### config.mk
export PLATFORM = sky130hd
export DESIGN_NAME = logic_analyzer_top
export DESIGN_NICKNAME = d
export VERILOG_FILES = /design/src/hdl/hamr_cfg_pkg.sv /design/src/hdl/hamr_types_pkg.sv /design/src/hdl/probe_sampler.sv /design/src/hdl/capture_engine.sv /design/src/hdl/regen_reader.sv /design/src/hdl/channel_decimator.sv /design/src/hdl/display_buffer.sv /design/src/hdl/analyzer_control.sv /design/src/hdl/logic_analyzer_top.sv
export SDC_FILE = /design/constraint.sdc
export NUM_CORES = 2
export LEC_CHECK = 0
export ABC_AREA = 1
export ABC_CLOCK_PERIOD_IN_PS = 7400
export BUFFER_PORTS_ARGS = -buffer_cell sky130_fd_sc_hd__buf_2
export CORE_UTILIZATION = 59
export DETAILED_ROUTE_END_ITERATION = 7
export HOLD_SLACK_MARGIN = 0.08
export PLACE_DENSITY = 0.75
export SYNTH_ARGS = -nofsm -noshare
export SYNTH_HDL_FRONTEND = slang
export SYNTH_SLANG_ARGS = --single-unit
### constraint.sdc
create_clock -name clk -period 7.4 [get_ports clk]
set_clock_uncertainty 0.15 [all_clocks]
set_input_delay 1.11 -clock clk [delete_from_list [all_inputs] [get_ports clk]]
set_output_delay 1.11 -clock clk [all_outputs]
set_load 0.05 [all_outputs]
### src/hdl/hamr_cfg_pkg.sv
// Sizes and rates of the analyzer core
// The zoom factor is 2**window, so DISPLAY_BITS << MAX_WINDOW must not
// exceed CAPTURE_LEN or a regeneration would read past the capture

package hamr_cfg_pkg;

    // ==============================
    // Sampling
    // ==============================
    localparam int unsigned NUM_CH     = 8;    // Probe channels
    localparam int unsigned SAMPLE_DIV = 4;    // Clocks per sample period

    // ==============================
    // Capture and display
    // ==============================
    localparam int unsigned CAPTURE_LEN   = 256;  // Samples per capture
    localparam int unsigned CAP_ADDR_W    = 8;    // Sample memory address bits
    localparam int unsigned DISPLAY_BITS  = 32;   // Display bits per channel
    localparam int unsigned DISPLAY_BYTES = 4;    // DISPLAY_BITS / 8
    localparam logic [1:0]  MAX_WINDOW    = 2'd3; // Largest zoom code

endpackage

### src/hdl/hamr_types_pkg.sv
// Encodings shared by the control path and the register port
// Register addresses are 3 bits; unlisted addresses read as zero

package hamr_types_pkg;

    typedef enum logic [2:0] {
        PHASE_IDLE     = 3'd0,
        PHASE_CAPTURE  = 3'd1,  // Armed or filling memory
        PHASE_CAPTURED = 3'd2,
        PHASE_REGEN    = 3'd3,  // Display buffer being rebuilt
        PHASE_READY    = 3'd4
    } phase_t;

    typedef enum logic {
        TRIG_RISING  = 1'b0,
        TRIG_FALLING = 1'b1
    } trig_mode_t;

    typedef enum logic [2:0] {
        REG_CTRL   = 3'd0,  // W: bit0 arm, bit1 regen
        REG_TRIG   = 3'd1,  // W: [2:0] channel, [3] mode
        REG_WINDOW = 3'd2,  // W: [1:0] zoom code
        REG_SEL    = 3'd3,  // W: [4:2] channel, [1:0] byte index
        REG_STATUS = 3'd4,  // R: armed, captured, busy, ready
        REG_DATA   = 3'd5   // R: selected display byte
    } reg_addr_t;

endpackage

### src/hdl/probe_sampler.sv
// Probes are asynchronous and pass a two-flop synchronizer
// One strobe per SAMPLE_DIV clocks; sample is valid while the strobe is high

module probe_sampler (
    input  logic                            clk,
    input  logic                            cmd_reset,
    input  logic [hamr_cfg_pkg::NUM_CH-1:0] probe,
    output logic                            sample_strobe,
    output logic [hamr_cfg_pkg::NUM_CH-1:0] sample
);

    logic [hamr_cfg_pkg::NUM_CH-1:0] probe_sync1;
    logic [hamr_cfg_pkg::NUM_CH-1:0] probe_sync2;
    logic [$clog2(hamr_cfg_pkg::SAMPLE_DIV)-1:0] div_cnt;

    // Synchronizer, two clocks of latency
    always_ff @(posedge clk) begin
        probe_sync1 <= probe;
        probe_sync2 <= probe_sync1;
    end

    // Sample-rate divider
    always_ff @(posedge clk) begin
        if (cmd_reset) begin
            div_cnt <= '0;
        end else if (div_cnt == hamr_cfg_pkg::SAMPLE_DIV - 1) begin
            div_cnt <= '0;                  // Wrap at end of period
        end else begin
            div_cnt <= div_cnt + 1'b1;
        end
    end

    assign sample_strobe = (div_cnt == hamr_cfg_pkg::SAMPLE_DIV - 1);
    assign sample        = probe_sync2;     // Value from count 0 has settled here

endmodule

### src/hdl/capture_engine.sv
// Waits for one edge on trig_ch, then stores CAPTURE_LEN consecutive samples
// The triggering sample lands at address 0; no pre-trigger history is kept
// Read port is synchronous, data one clock after the address

module capture_engine (
    input  logic                                clk,
    input  logic                                cmd_reset,
    input  logic                                arm_start,
    input  logic                                sample_strobe,
    input  logic [hamr_cfg_pkg::NUM_CH-1:0]     sample,
    input  logic [2:0]                          trig_ch,
    input  hamr_types_pkg::trig_mode_t          trig_mode,
    output logic                                armed,
    output logic                                capture_done,
    input  logic [hamr_cfg_pkg::CAP_ADDR_W-1:0] mem_rd_addr,
    output logic [hamr_cfg_pkg::NUM_CH-1:0]     mem_rd_data
);

    logic [hamr_cfg_pkg::NUM_CH-1:0]     sample_mem [hamr_cfg_pkg::CAPTURE_LEN];
    logic [hamr_cfg_pkg::NUM_CH-1:0]     prev_sample;
    logic [hamr_cfg_pkg::CAP_ADDR_W-1:0] wr_addr;
    logic                                triggered;     // Edge seen, filling memory
    logic                                edge_hit;
    logic                                wr_en;

    // ==============================
    // Edge detect on selected channel
    // ==============================
    assign edge_hit = (trig_mode == hamr_types_pkg::TRIG_RISING)
                    ? (sample[trig_ch] & ~prev_sample[trig_ch])
                    : (~sample[trig_ch] & prev_sample[trig_ch]);

    assign wr_en = sample_strobe && armed && (triggered || edge_hit);

    always_ff @(posedge clk) begin
        if (sample_strobe)
            prev_sample <= sample;          // Tracked even when idle
    end

    // ==============================
    // Arm / capture control
    // ==============================
    always_ff @(posedge clk) begin
        if (cmd_reset) begin
            armed        <= 1'b0;
            triggered    <= 1'b0;
            capture_done <= 1'b0;
            wr_addr      <= '0;
        end else begin
            capture_done <= 1'b0;
            if (arm_start) begin
                armed     <= 1'b1;
                triggered <= 1'b0;
                wr_addr   <= '0;
            end else if (wr_en) begin
                triggered <= 1'b1;
                wr_addr   <= wr_addr + 1'b1;
                if (wr_addr == hamr_cfg_pkg::CAPTURE_LEN - 1) begin
                    armed        <= 1'b0;   // Last sample written
                    triggered    <= 1'b0;
                    capture_done <= 1'b1;
                end
            end
        end
    end

    // Sample memory
    always_ff @(posedge clk) begin
        if (wr_en)
            sample_mem[wr_addr] <= sample;
        mem_rd_data <= sample_mem[mem_rd_addr];
    end

endmodule

### src/hdl/regen_reader.sv
// Reads DISPLAY_BITS << window samples from address 0, one per clock
// Window is latched at start, so a register write mid-pass has no effect

module regen_reader (
    input  logic                                clk,
    input  logic                                cmd_reset,
    input  logic                                regen_start,
    input  logic [1:0]                          window,
    output logic [hamr_cfg_pkg::CAP_ADDR_W-1:0] mem_rd_addr,
    input  logic [hamr_cfg_pkg::NUM_CH-1:0]     mem_rd_data,
    output logic                                smp_valid,
    output logic [hamr_cfg_pkg::NUM_CH-1:0]     smp_data,
    output logic                                group_end,
    output logic                                regen_done
);

    logic                                active;
    logic [1:0]                          win_q;
    logic [hamr_cfg_pkg::CAP_ADDR_W-1:0] last_addr;
    logic [hamr_cfg_pkg::CAP_ADDR_W-1:0] grp_mask;   // Group size minus one
    logic [2:0]                          done_pipe;

    assign last_addr = ~({hamr_cfg_pkg::CAP_ADDR_W{1'b1}}
                         << ($clog2(hamr_cfg_pkg::DISPLAY_BITS) + win_q));
    assign grp_mask  = ~({hamr_cfg_pkg::CAP_ADDR_W{1'b1}} << win_q);

    always_ff @(posedge clk) begin
        if (cmd_reset) begin
            active      <= 1'b0;
            win_q       <= '0;
            mem_rd_addr <= '0;
            smp_valid   <= 1'b0;
            group_end   <= 1'b0;
            done_pipe   <= '0;
        end else begin
            // Marks line up with the memory's one-cycle latency
            smp_valid <= active;
            group_end <= active && ((mem_rd_addr & grp_mask) == grp_mask);
            done_pipe <= {done_pipe[1:0], active && (mem_rd_addr == last_addr)};
            if (regen_start) begin
                active      <= 1'b1;
                mem_rd_addr <= '0;
                win_q       <= window;      // Every 2-bit code is a legal zoom
            end else if (active) begin
                if (mem_rd_addr == last_addr)
                    active <= 1'b0;         // Last address issued
                else
                    mem_rd_addr <= mem_rd_addr + 1'b1;
            end
        end
    end

    assign smp_data   = mem_rd_data;
    assign regen_done = done_pipe[2];       // Lets the last byte reach the buffer

endmodule

### src/hdl/channel_decimator.sv
// One channel: OR of each group gives one display bit, 8 bits per byte
// Earliest group ends up in bit 7

module channel_decimator (
    input  logic       clk,
    input  logic       cmd_reset,
    input  logic       smp_valid,
    input  logic       smp_bit,
    input  logic       group_end,
    output logic       byte_valid,
    output logic [7:0] byte_data
);

    logic       grp_acc;    // OR of the group so far
    logic       grp_or;
    logic [6:0] shreg;      // Earlier groups of this byte
    logic [2:0] grp_cnt;

    assign grp_or = grp_acc | smp_bit;      // Glitches survive decimation

    always_ff @(posedge clk) begin
        if (cmd_reset) begin
            grp_acc    <= 1'b0;
            grp_cnt    <= '0;
            byte_valid <= 1'b0;
        end else begin
            byte_valid <= 1'b0;
            if (smp_valid && group_end) begin
                grp_acc <= 1'b0;
                grp_cnt <= grp_cnt + 1'b1;
                if (grp_cnt == 3'd7)
                    byte_valid <= 1'b1;     // Eighth group closes the byte
            end else if (smp_valid) begin
                grp_acc <= grp_or;
            end
        end
    end

    // Payload shift path
    always_ff @(posedge clk) begin
        if (smp_valid && group_end) begin
            shreg     <= {shreg[5:0], grp_or};
            byte_data <= {shreg, grp_or};
        end
    end

endmodule

### src/hdl/display_buffer.sv
// Display bytes for all channels, indexed [byte][channel]
// Write index only returns to 0 after DISPLAY_BYTES sets, i.e. a full pass

module display_buffer (
    input  logic                                 clk,
    input  logic                                 cmd_reset,
    input  logic                                 byte_valid,
    input  logic [hamr_cfg_pkg::NUM_CH-1:0][7:0] bytes_in,
    input  logic [2:0]                           sel_ch,
    input  logic [1:0]                           sel_byte,
    output logic [7:0]                           disp_byte
);

    logic [7:0] disp_mem [hamr_cfg_pkg::DISPLAY_BYTES][hamr_cfg_pkg::NUM_CH];
    logic [$clog2(hamr_cfg_pkg::DISPLAY_BYTES)-1:0] wr_idx;

    always_ff @(posedge clk) begin
        if (cmd_reset)
            wr_idx <= '0;
        else if (byte_valid)
            wr_idx <= (wr_idx == hamr_cfg_pkg::DISPLAY_BYTES - 1) ? '0 : wr_idx + 1'b1;
    end

    // All channels land together, decimators run in lockstep
    always_ff @(posedge clk) begin
        if (byte_valid) begin
            for (int ch = 0; ch < hamr_cfg_pkg::NUM_CH; ch++)
                disp_mem[wr_idx][ch] <= bytes_in[ch];
        end
    end

    assign disp_byte = disp_mem[sel_byte][sel_ch];  // Registered in control

endmodule

### src/hdl/analyzer_control.sv
// Register port is a one-cycle strobe bus with no back-pressure
// Commands in a phase that cannot take them are dropped silently
// Arm wins when arm and regen are written together

module analyzer_control (
    input  logic                      clk,
    input  logic                      cmd_reset,
    input  logic                      reg_wr,
    input  logic                      reg_rd,
    input  hamr_types_pkg::reg_addr_t reg_addr,
    input  logic [7:0]                reg_wdata,
    output logic [7:0]                reg_rdata,
    input  logic                      armed,
    input  logic                      capture_done,
    input  logic                      regen_done,
    input  logic [7:0]                disp_byte,
    output logic                      arm_start,
    output logic                      regen_start,
    output logic [2:0]                trig_ch,
    output hamr_types_pkg::trig_mode_t trig_mode,
    output logic [1:0]                window,
    output logic [2:0]                sel_ch,
    output logic [1:0]                sel_byte
);

    hamr_types_pkg::phase_t phase;
    logic ctrl_wr;
    logic arm_ok;
    logic regen_ok;
    logic st_captured;
    logic st_busy;
    logic st_ready;

    // ==============================
    // Command acceptance
    // ==============================
    assign ctrl_wr  = reg_wr && (reg_addr == hamr_types_pkg::REG_CTRL);
    assign arm_ok   = ctrl_wr && reg_wdata[0] && (phase == hamr_types_pkg::PHASE_IDLE
                    || phase == hamr_types_pkg::PHASE_CAPTURED
                    || phase == hamr_types_pkg::PHASE_READY);
    assign regen_ok = ctrl_wr && reg_wdata[1] && !arm_ok
                    && (phase == hamr_types_pkg::PHASE_CAPTURED
                    || phase == hamr_types_pkg::PHASE_READY);   // Re-zoom from ready

    assign st_captured = (phase == hamr_types_pkg::PHASE_CAPTURED)
                      || (phase == hamr_types_pkg::PHASE_REGEN)
                      || (phase == hamr_types_pkg::PHASE_READY);
    assign st_busy  = (phase == hamr_types_pkg::PHASE_CAPTURE)
                   || (phase == hamr_types_pkg::PHASE_REGEN);
    assign st_ready = (phase == hamr_types_pkg::PHASE_READY);

    // ==============================
    // Phase FSM and setup registers
    // ==============================
    always_ff @(posedge clk) begin
        if (cmd_reset) begin
            phase       <= hamr_types_pkg::PHASE_IDLE;
            arm_start   <= 1'b0;
            regen_start <= 1'b0;
            trig_ch     <= '0;
            trig_mode   <= hamr_types_pkg::TRIG_RISING;
            window      <= '0;
            sel_ch      <= '0;
            sel_byte    <= '0;
            reg_rdata   <= '0;
        end else begin
            arm_start   <= arm_ok;          // One-cycle pulses
            regen_start <= regen_ok;
            case (phase)
                hamr_types_pkg::PHASE_CAPTURE:
                    if (capture_done) phase <= hamr_types_pkg::PHASE_CAPTURED;
                hamr_types_pkg::PHASE_REGEN:
                    if (regen_done) phase <= hamr_types_pkg::PHASE_READY;
                default: begin
                    if (arm_ok)
                        phase <= hamr_types_pkg::PHASE_CAPTURE;
                    else if (regen_ok)
                        phase <= hamr_types_pkg::PHASE_REGEN;
                end
            endcase
            if (reg_wr && reg_addr == hamr_types_pkg::REG_TRIG) begin
                trig_ch   <= reg_wdata[2:0];
                trig_mode <= hamr_types_pkg::trig_mode_t'(reg_wdata[3]);
            end
            if (reg_wr && reg_addr == hamr_types_pkg::REG_WINDOW)
                window <= reg_wdata[1:0];
            if (reg_wr && reg_addr == hamr_types_pkg::REG_SEL) begin
                sel_ch   <= reg_wdata[4:2];
                sel_byte <= reg_wdata[1:0];
            end
            if (reg_rd) begin
                case (reg_addr)
                    hamr_types_pkg::REG_STATUS:
                        reg_rdata <= {4'b0, st_ready, st_busy, st_captured, armed};
                    hamr_types_pkg::REG_DATA: reg_rdata <= disp_byte;
                    default:                  reg_rdata <= '0;
                endcase
            end
        end
    end

endmodule

### src/hdl/logic_analyzer_top.sv
// Eight-channel analyzer core with on-chip sample memory
// Probes may be asynchronous; all else runs on clk

module logic_analyzer_top (
    input  logic                            clk,
    input  logic                            cmd_reset,
    input  logic [hamr_cfg_pkg::NUM_CH-1:0] probe,
    input  logic                            reg_wr,
    input  logic                            reg_rd,
    input  hamr_types_pkg::reg_addr_t       reg_addr,
    input  logic [7:0]                      reg_wdata,
    output logic [7:0]                      reg_rdata
);

    logic                                 sample_strobe;
    logic [hamr_cfg_pkg::NUM_CH-1:0]      sample;
    logic                                 arm_start;
    logic                                 regen_start;
    logic [2:0]                           trig_ch;
    hamr_types_pkg::trig_mode_t           trig_mode;
    logic [1:0]                           window;
    logic [2:0]                           sel_ch;
    logic [1:0]                           sel_byte;
    logic                                 armed;
    logic                                 capture_done;
    logic [hamr_cfg_pkg::CAP_ADDR_W-1:0]  mem_rd_addr;
    logic [hamr_cfg_pkg::NUM_CH-1:0]      mem_rd_data;
    logic                                 smp_valid;
    logic [hamr_cfg_pkg::NUM_CH-1:0]      smp_data;
    logic                                 group_end;
    logic                                 regen_done;
    logic [hamr_cfg_pkg::NUM_CH-1:0]      dec_valid;    // Bit 0 drives the buffer
    logic [hamr_cfg_pkg::NUM_CH-1:0][7:0] dec_bytes;
    logic [7:0]                           disp_byte;

    probe_sampler u_sampler (
        .clk(clk), .cmd_reset(cmd_reset), .probe(probe),
        .sample_strobe(sample_strobe), .sample(sample)
    );

    capture_engine u_capture (
        .clk(clk), .cmd_reset(cmd_reset), .arm_start(arm_start),
        .sample_strobe(sample_strobe), .sample(sample),
        .trig_ch(trig_ch), .trig_mode(trig_mode),
        .armed(armed), .capture_done(capture_done),
        .mem_rd_addr(mem_rd_addr), .mem_rd_data(mem_rd_data)
    );

    regen_reader u_reader (
        .clk(clk), .cmd_reset(cmd_reset), .regen_start(regen_start), .window(window),
        .mem_rd_addr(mem_rd_addr), .mem_rd_data(mem_rd_data),
        .smp_valid(smp_valid), .smp_data(smp_data),
        .group_end(group_end), .regen_done(regen_done)
    );

    // ==============================
    // Parallel decimation, one per channel
    // ==============================
    for (genvar ch = 0; ch < hamr_cfg_pkg::NUM_CH; ch++) begin : g_dec
        channel_decimator u_dec (
            .clk(clk), .cmd_reset(cmd_reset),
            .smp_valid(smp_valid), .smp_bit(smp_data[ch]), .group_end(group_end),
            .byte_valid(dec_valid[ch]), .byte_data(dec_bytes[ch])
        );
    end

    display_buffer u_display (
        .clk(clk), .cmd_reset(cmd_reset),
        .byte_valid(dec_valid[0]), .bytes_in(dec_bytes),
        .sel_ch(sel_ch), .sel_byte(sel_byte), .disp_byte(disp_byte)
    );

    analyzer_control u_control (
        .clk(clk), .cmd_reset(cmd_reset),
        .reg_wr(reg_wr), .reg_rd(reg_rd), .reg_addr(reg_addr),
        .reg_wdata(reg_wdata), .reg_rdata(reg_rdata),
        .armed(armed), .capture_done(capture_done), .regen_done(regen_done),
        .disp_byte(disp_byte), .arm_start(arm_start), .regen_start(regen_start),
        .trig_ch(trig_ch), .trig_mode(trig_mode), .window(window),
        .sel_ch(sel_ch), .sel_byte(sel_byte)
    );

endmodule

# --- Yosys cells after proc, flatten, opt, wreduce, memory -nomap -nowiden ---
# Memory sizes are Yosys's and may differ from the RTL's. A register that Yosys moved wholly into a read port is not among the register bits.
# Cells that the tools add are included.
classes:
  n_eq_ne: 17
  reduce_logical: 36
  bitwise_logic: 19
  order_cmp: 2
  add_sub_neg: 6
  mux: 30
  shifts: 2
op_table:
  columns: ["op", "n"]
  rows:
  - ["$shl 8x32->8 const A", 1]
  - ["$bmux 8 s3", 1]
  - ["$add 8x1->8 const B", 2]
  - ["$eq 8x8->1", 2]
  - ["$mux 1", 16]
  - ["$mux 8", 2]
  - ["$not 8->8", 2]
  - ["$pmux 8 s2", 1]
  - ["$logic_and 1x1->1", 14]
  - ["$eq 3x2->1 const B", 4]
  - ["$eq 3x3->1 const B", 4]
  - ["$mux 3", 4]
  - ["$reduce_or 2->1", 5]
  - ["$and 8x8->8", 1]
  - ["$eq 8x8->1 const B", 1]
  - ["$or 1x1->1", 8]
  - ["$shl 8x2->8 const A", 1]
  - ["$logic_or 1x1->1", 7]
  - ["$bmux 1 s3", 2]
  - ["$eq 3x1->1 const B", 2]
  - ["$logic_not 3->1", 2]
  - ["$mux 2", 3]
  - ["$pmux 3 s2", 1]
  - ["$not 1->1", 5]
  - ["other kinds (15)", 21]
word_totals:
  output_inout_bits: 8
  register_bits: 211
  mem_bits_rw: 2304
  word_cells: 164
  n_memories: 2
mem_list:
  columns: ["memory", "depth", "word_bits", "rd", "rd_clocked_by_memory_dff", "wr", "line", "text"]
  rows:
  - ["u_capture.sample_mem", 256, 8, 1, 1, 1, "capture_engine.sv:19", "logic [hamr_cfg_pkg::NUM_CH-1:0] sample_mem [hamr_cfg_pkg::CAPTURE_LEN];"]
  - ["u_display.disp_mem", 4, 64, 1, 1, 1, "display_buffer.sv:14", "logic [7:0] disp_mem [hamr_cfg_pkg::DISPLAY_BYTES][hamr_cfg_pkg::NUM_CH];"]

# --- Longest topological paths before layout ---
depth:
  depth_word: 10
  mapped_depth: 17

# --- By module ---
# Synthesis repeated with hierarchy kept, for this count alone.
hier_totals:
  hier_cells: 8556
  hier_area_um2: 100664.0
by_module_without_submodules:
  columns: ["mod", "instances", "area_per_inst_um2", "cells_each"]
  rows:
  - ["capture_engine", 1, 84126.9, 7109]
  - ["display_buffer", 1, 10581.4, 887]
  - ["channel_decimator", 8, 462.9, 34]
  - ["analyzer_control", 1, 1031.0, 147]
  - ["regen_reader", 1, 825.8, 116]
  - ["probe_sampler", 1, 395.4, 25]

# --- Worst setup path after synthesis ---
# Ideal clock, no wire load.
synth_path:
  path_kind: "reg2reg"
  from: "register u_sampler.probe_sync2 (netlist bit u_sampler.sample[6])"
  to: "memory u_capture.sample_mem[191][0] (netlist name), enable pin"
  path_stages_with_launch: 14
  t_required_ps: 6867
  n_path_buf: 1
  slack_ps: 1813
  t_arrival_ps: 5053
  synth_period_minus_slack_ps: 5587
  path_cell_list: "dfxtp_1 > inv_1 > nand2_1 > nand3_1 > nand2_1 > nand2_1 > nand2_1 > nand3b_1 > nand3_2 > nand2_2 > clkinv_2 > buf_6 > nand3_1 > nor3_1"
synth_between:
  elab_chain_cells: 9
  word_cells_on_any_way: 10
  classes_between: "mux: 5; bitwise: 3; reduce/logical: 2"
synth_lines:
  columns: ["element", "line", "text"]
  rows:
  - ["from (decl)", "probe_sampler.sv:13", "logic [hamr_cfg_pkg::NUM_CH-1:0] probe_sync2;"]
  - ["from (signal assigned)", "probe_sampler.sv:19", "probe_sync2 <= probe_sync1;"]
  - ["$bmux 1 s3 (*)", "capture_engine.sv:30, capture_engine.sv:31", null]
  - ["$mux 1 (not written as such) (*)", "capture_engine.sv:30, capture_engine.sv:31", null]
  - ["$not 1->1", "capture_engine.sv:31", ": (~sample[trig_ch] & prev_sample[trig_ch]);"]
  - ["$and 1x1->1", "capture_engine.sv:31", null]
  - ["$mux 1 (*)", "capture_engine.sv:30", "? (sample[trig_ch] & ~prev_sample[trig_ch])"]
  - ["$logic_or 1x1->1 (*)", "capture_engine.sv:33", "assign wr_en = sample_strobe && armed && (triggered || edge_hit);"]
  - ["$logic_and 1x1->1 (*)", "capture_engine.sv:33", null]
  - ["$mux 1 (*)", "capture_engine.sv:69", "if (wr_en)"]
  - ["$mux 1 (not written as such) (*)", "capture_engine.sv:70", "sample_mem[wr_addr] <= sample;"]
  - ["to (decl)", "capture_engine.sv:19", null]
# Every way passes the cells marked *; elsewhere a longest branch is shown, timed or not. The select of a mux whose other input is x is not followed.

# --- Worst setup path after layout ---
layout_path:
  from: "register u_sampler.probe_sync2 (netlist bit u_sampler.sample[2])"
  to: "memory u_capture.sample_mem[67][3] (netlist name), enable pin"
# Same word-level chain as after synthesis.

==> results.md <==
* Outcome: complete, but fails checks
* Failing checks: design-rule violations
* Initial antenna violation count at 11
* Setup WS post-layout at roughly 2.3 ns
* Max Cap Viol at 0
* Reg2reg end: u_capture.sample_mem[67][3]
* Initial core utilization at roughly three fifths
* Num rows at 150
* R2r setup slk at ~2.3 ns
* Inst Count DP at between 9000 and 10000
* Yosys reg bits at 2469
* Tmin final at a little over 5 ns
* Routed wire length at between 200000 and 250000 um
* Final setup vio count at 0
* DR iter-0 viols at ~9700
* Pre-CTS WS at about 2.5 ns
* Ys Warns at 0
* Cell Area, Synth at between 90000 and 100000 um2
* Final HPWL DP at between 100000 and 150000 um
* Detailed-route DRC error count at 1
* Synth cell count leaders: 2376 x edfxtp_1, 1976 x nor2_1, 888 x nand2_1
* Worst-skew pair later-pin latency at 0.88 ns
* Fin. Hold Viols at 0
* ANT nets after route at 0
* Distinct cells, synth at 40
* Pin count of the biggest net entering global routing at between 150 and 200
* Via count at between 60000 and 70000
* Most instantiated library cell after synthesis: edfxtp_1
* Worst setup EP type: flip-flop
* R2R cell count at 13
* Rel. slew slack at between 6 and 7%
* DR pass1 iterations at 8
* Power density cells at approximately 250 nW/um2
* Finished Layout Cells at a little over 10000
* HP Start: u_sampler.probe_sync1[4]
* Drt via density at 6.12
* Fmax at just under 200 MHz
* Largest cells by area after synthesis: edfxtp_1 72%, nor2_1 7.5%, o21ai_0 4.4%, nand2_1 3.4%, nand3_1 2.4%
* CTS resizes at 0
* Port bufs at 27
* Root Buffer: clkbuf_16
* Post-synth ARST share at 0%
* Most used DFF post-synth: edfxtp_1
* All-layer global routing usage at slightly below 30%
* CP max FO at 51
* Hold Crit Depth at 0
* Hold crit path type: reg -> reg
* Share of post-route cells with drive strength above 1 at 6.03%
* Cells after synthesis at between 8000 and 9000
* CTS tree: built
* Synth top area share at around 70%
* Largest area contributor in the netlist: edfxtp_1
* Die H at 412 um
* Die area at around 170000 um2
* Clock sink count at 2469
* I/O Pins at 31
* First-pass GRT wire length at ~370000 um
* CTS Buf Count at 229
* CTS max path bufs at 3
* EDFF count, synth at around 2400
* Core Region at 167000 um2
* Worst-margin pin slew at ~1.4 ns
* Placed cell area at about 100000 um2
* Htree depth at 4
* CP arrival at approximately 5.5 ns
* Post-CTS Setup Bufs at 0
* Critical Path RT at ~7.8 ns
* Clock transition at path regs at 0.06 ns
* Total gr overflow at 0
* WL/cell at roughly 24 um
* Max Slew Vio Count at 0
* Cts hold-fix bufs at 0
* Fin Setup TNS at 0 ns
* Worst vdd ir at around 0.00028 V
* Final period utilization at between 60% and 70%
* Die span in x at approximately 410 um
* Hold endpoint: u_sampler.sample[4]
* RR Startpoint: u_sampler.sample[2]
* Area Growth Syn to Fin at 8.77%
* Crit path launch type: flip-flop
* Gpl congestion at ~0.91
* Synth Net Count at 8213
* Unrepaired setup endpoints after global routing: false
* Fin util at 64.5%
* Post-layout instance area at roughly 110000 um2
* Crit Path Category: reg -> reg
* Vias in the first global route at slightly above 60000
* Synthesized area per cell at ~12 um2
* Register area share after synthesis at 73.9%
* Final nets at 8025
* Pleak at between 30 and 40 nW
logic make-up (layout without fill, tap and decap cells):
group | after synthesis | after routing | synth area share, %
compound gates | 1588 | 1588 | 8.90
fa+ha+maj | 12 | 12 | 0.152
xor+xnor | 7 | 7 | 0.0619
other cells | 0 | 5 | 0
flops | 2469 | 2469 | 73.9
simple gates | 3394 | 3394 | 13.7
buf+inv | 708 | 712 | 3.26
metrics by stage:
stage	power, mW	hold slack [ns]
2_1_floorplan	15.9	0.160
3_3_place_gp	16.0	0.166
3_5_place_dp	16.0	0.166
4_1_cts	27.4	0.124
5_1_grt	28.0	0.133
6_report	27.4	0.130
registers in the layout, indices dropped and copies added, names as in the netlist, 3 cells and up, named ones only:
signal and cells:
u_capture.sample_mem 2048, u_sampler.probe_sync1 8, u_capture.mem_rd_data 8, g_dec.u_dec.grp_acc 8, u_control.phase 3, g_dec.u_dec.shreg 48
g_dec.u_dec.byte_data 16, u_display.disp_mem 256, u_control.sel_ch 3, g_dec.u_dec.grp_cnt 3, u_control.trig_ch 3, u_reader.mem_rd_addr 8
u_reader.done_pipe 3, u_capture.prev_sample 8, u_capture.wr_addr 8, u_control.reg_rdata 8, u_sampler.sample 8
placed cells by master, fill, tap and decap left out, types with 64 or more instances in the layout:
cell type	Yosys	routed
o21ai_0	869	869
a21oi_1	150	150
inv_1	165	156
edfxtp_1	2376	2376
o211ai_1	152	152
nand3_1	475	475
o21bai_1	64	64
o22ai_1	70	70
buf_4	69	65
clkbuf_16	0	230
nor2_1	1976	1975
o21ai_1	212	212
nand2_1	888	887
dfxtp_1	93	79
area by class of cell:
class	instances	area [um2]
flip-flops and latches	2469	73300
fillers	11800	59300
multi-input cells	5001	22700
clock buffers	308	6250
well taps	2204	2760
clock inverters	115	1190
repair buffers	107	923
inverters	182	711
diodes	5	12.5
critical path, stage by stage, from the launching register on:
cell and delay, ns:
dfxtp_4 0.73, inv_1 0.14, nand2_1 0.10, nand3_1 0.09
nand2_1 0.09, nand2_1 0.05, nand2_1 0.06, nand3b_1 0.09
nand3_2 0.09, nand2_2 0.15, clkinv_2 0.43, nand4_1 1.19
buf_4 0.69, nor2_1 0.64
where the power goes:
part	leakage, nW	total (mW)	switching, mW	internal, mW
registers	22.1	15.3	0.0489	15.3
logic	10.3	0.400	0.325	0.0746
clock network	3.63	11.7	5.13	6.53
total	36.1	27.4	5.50	21.9
worst max-delay path by stage:
stage / slack, ns / end / start
floorplan: 1.81 / u_capture.sample_mem[191][0] / u_sampler.sample[6]
global placement: 2.56 / u_capture.sample_mem[177][4] / u_sampler.sample[2]
detailed placement: 2.49 / u_capture.sample_mem[177][4] / u_sampler.sample[2]
CTS: 2.52 / u_capture.sample_mem[67][3] / u_sampler.sample[2]
global route: 2.18 / u_capture.sample_mem[67][3] / u_sampler.sample[0]
finish: 2.30 / u_capture.sample_mem[67][3] / u_sampler.sample[2]
per-layer routing:
metal | up-vias | track usage, % | routed length (um)
li1 | 28700 | - | -
met1 | 30900 | 39.3 | 94300
met2 | 3476 | 45.3 | 115000
met3 | 559 | 5.88 | 26700
met4 | 4 | 12.6 | 10900
met5 | - | 0 | 21
No activity file was read; power rests on OpenSTA's default activity.
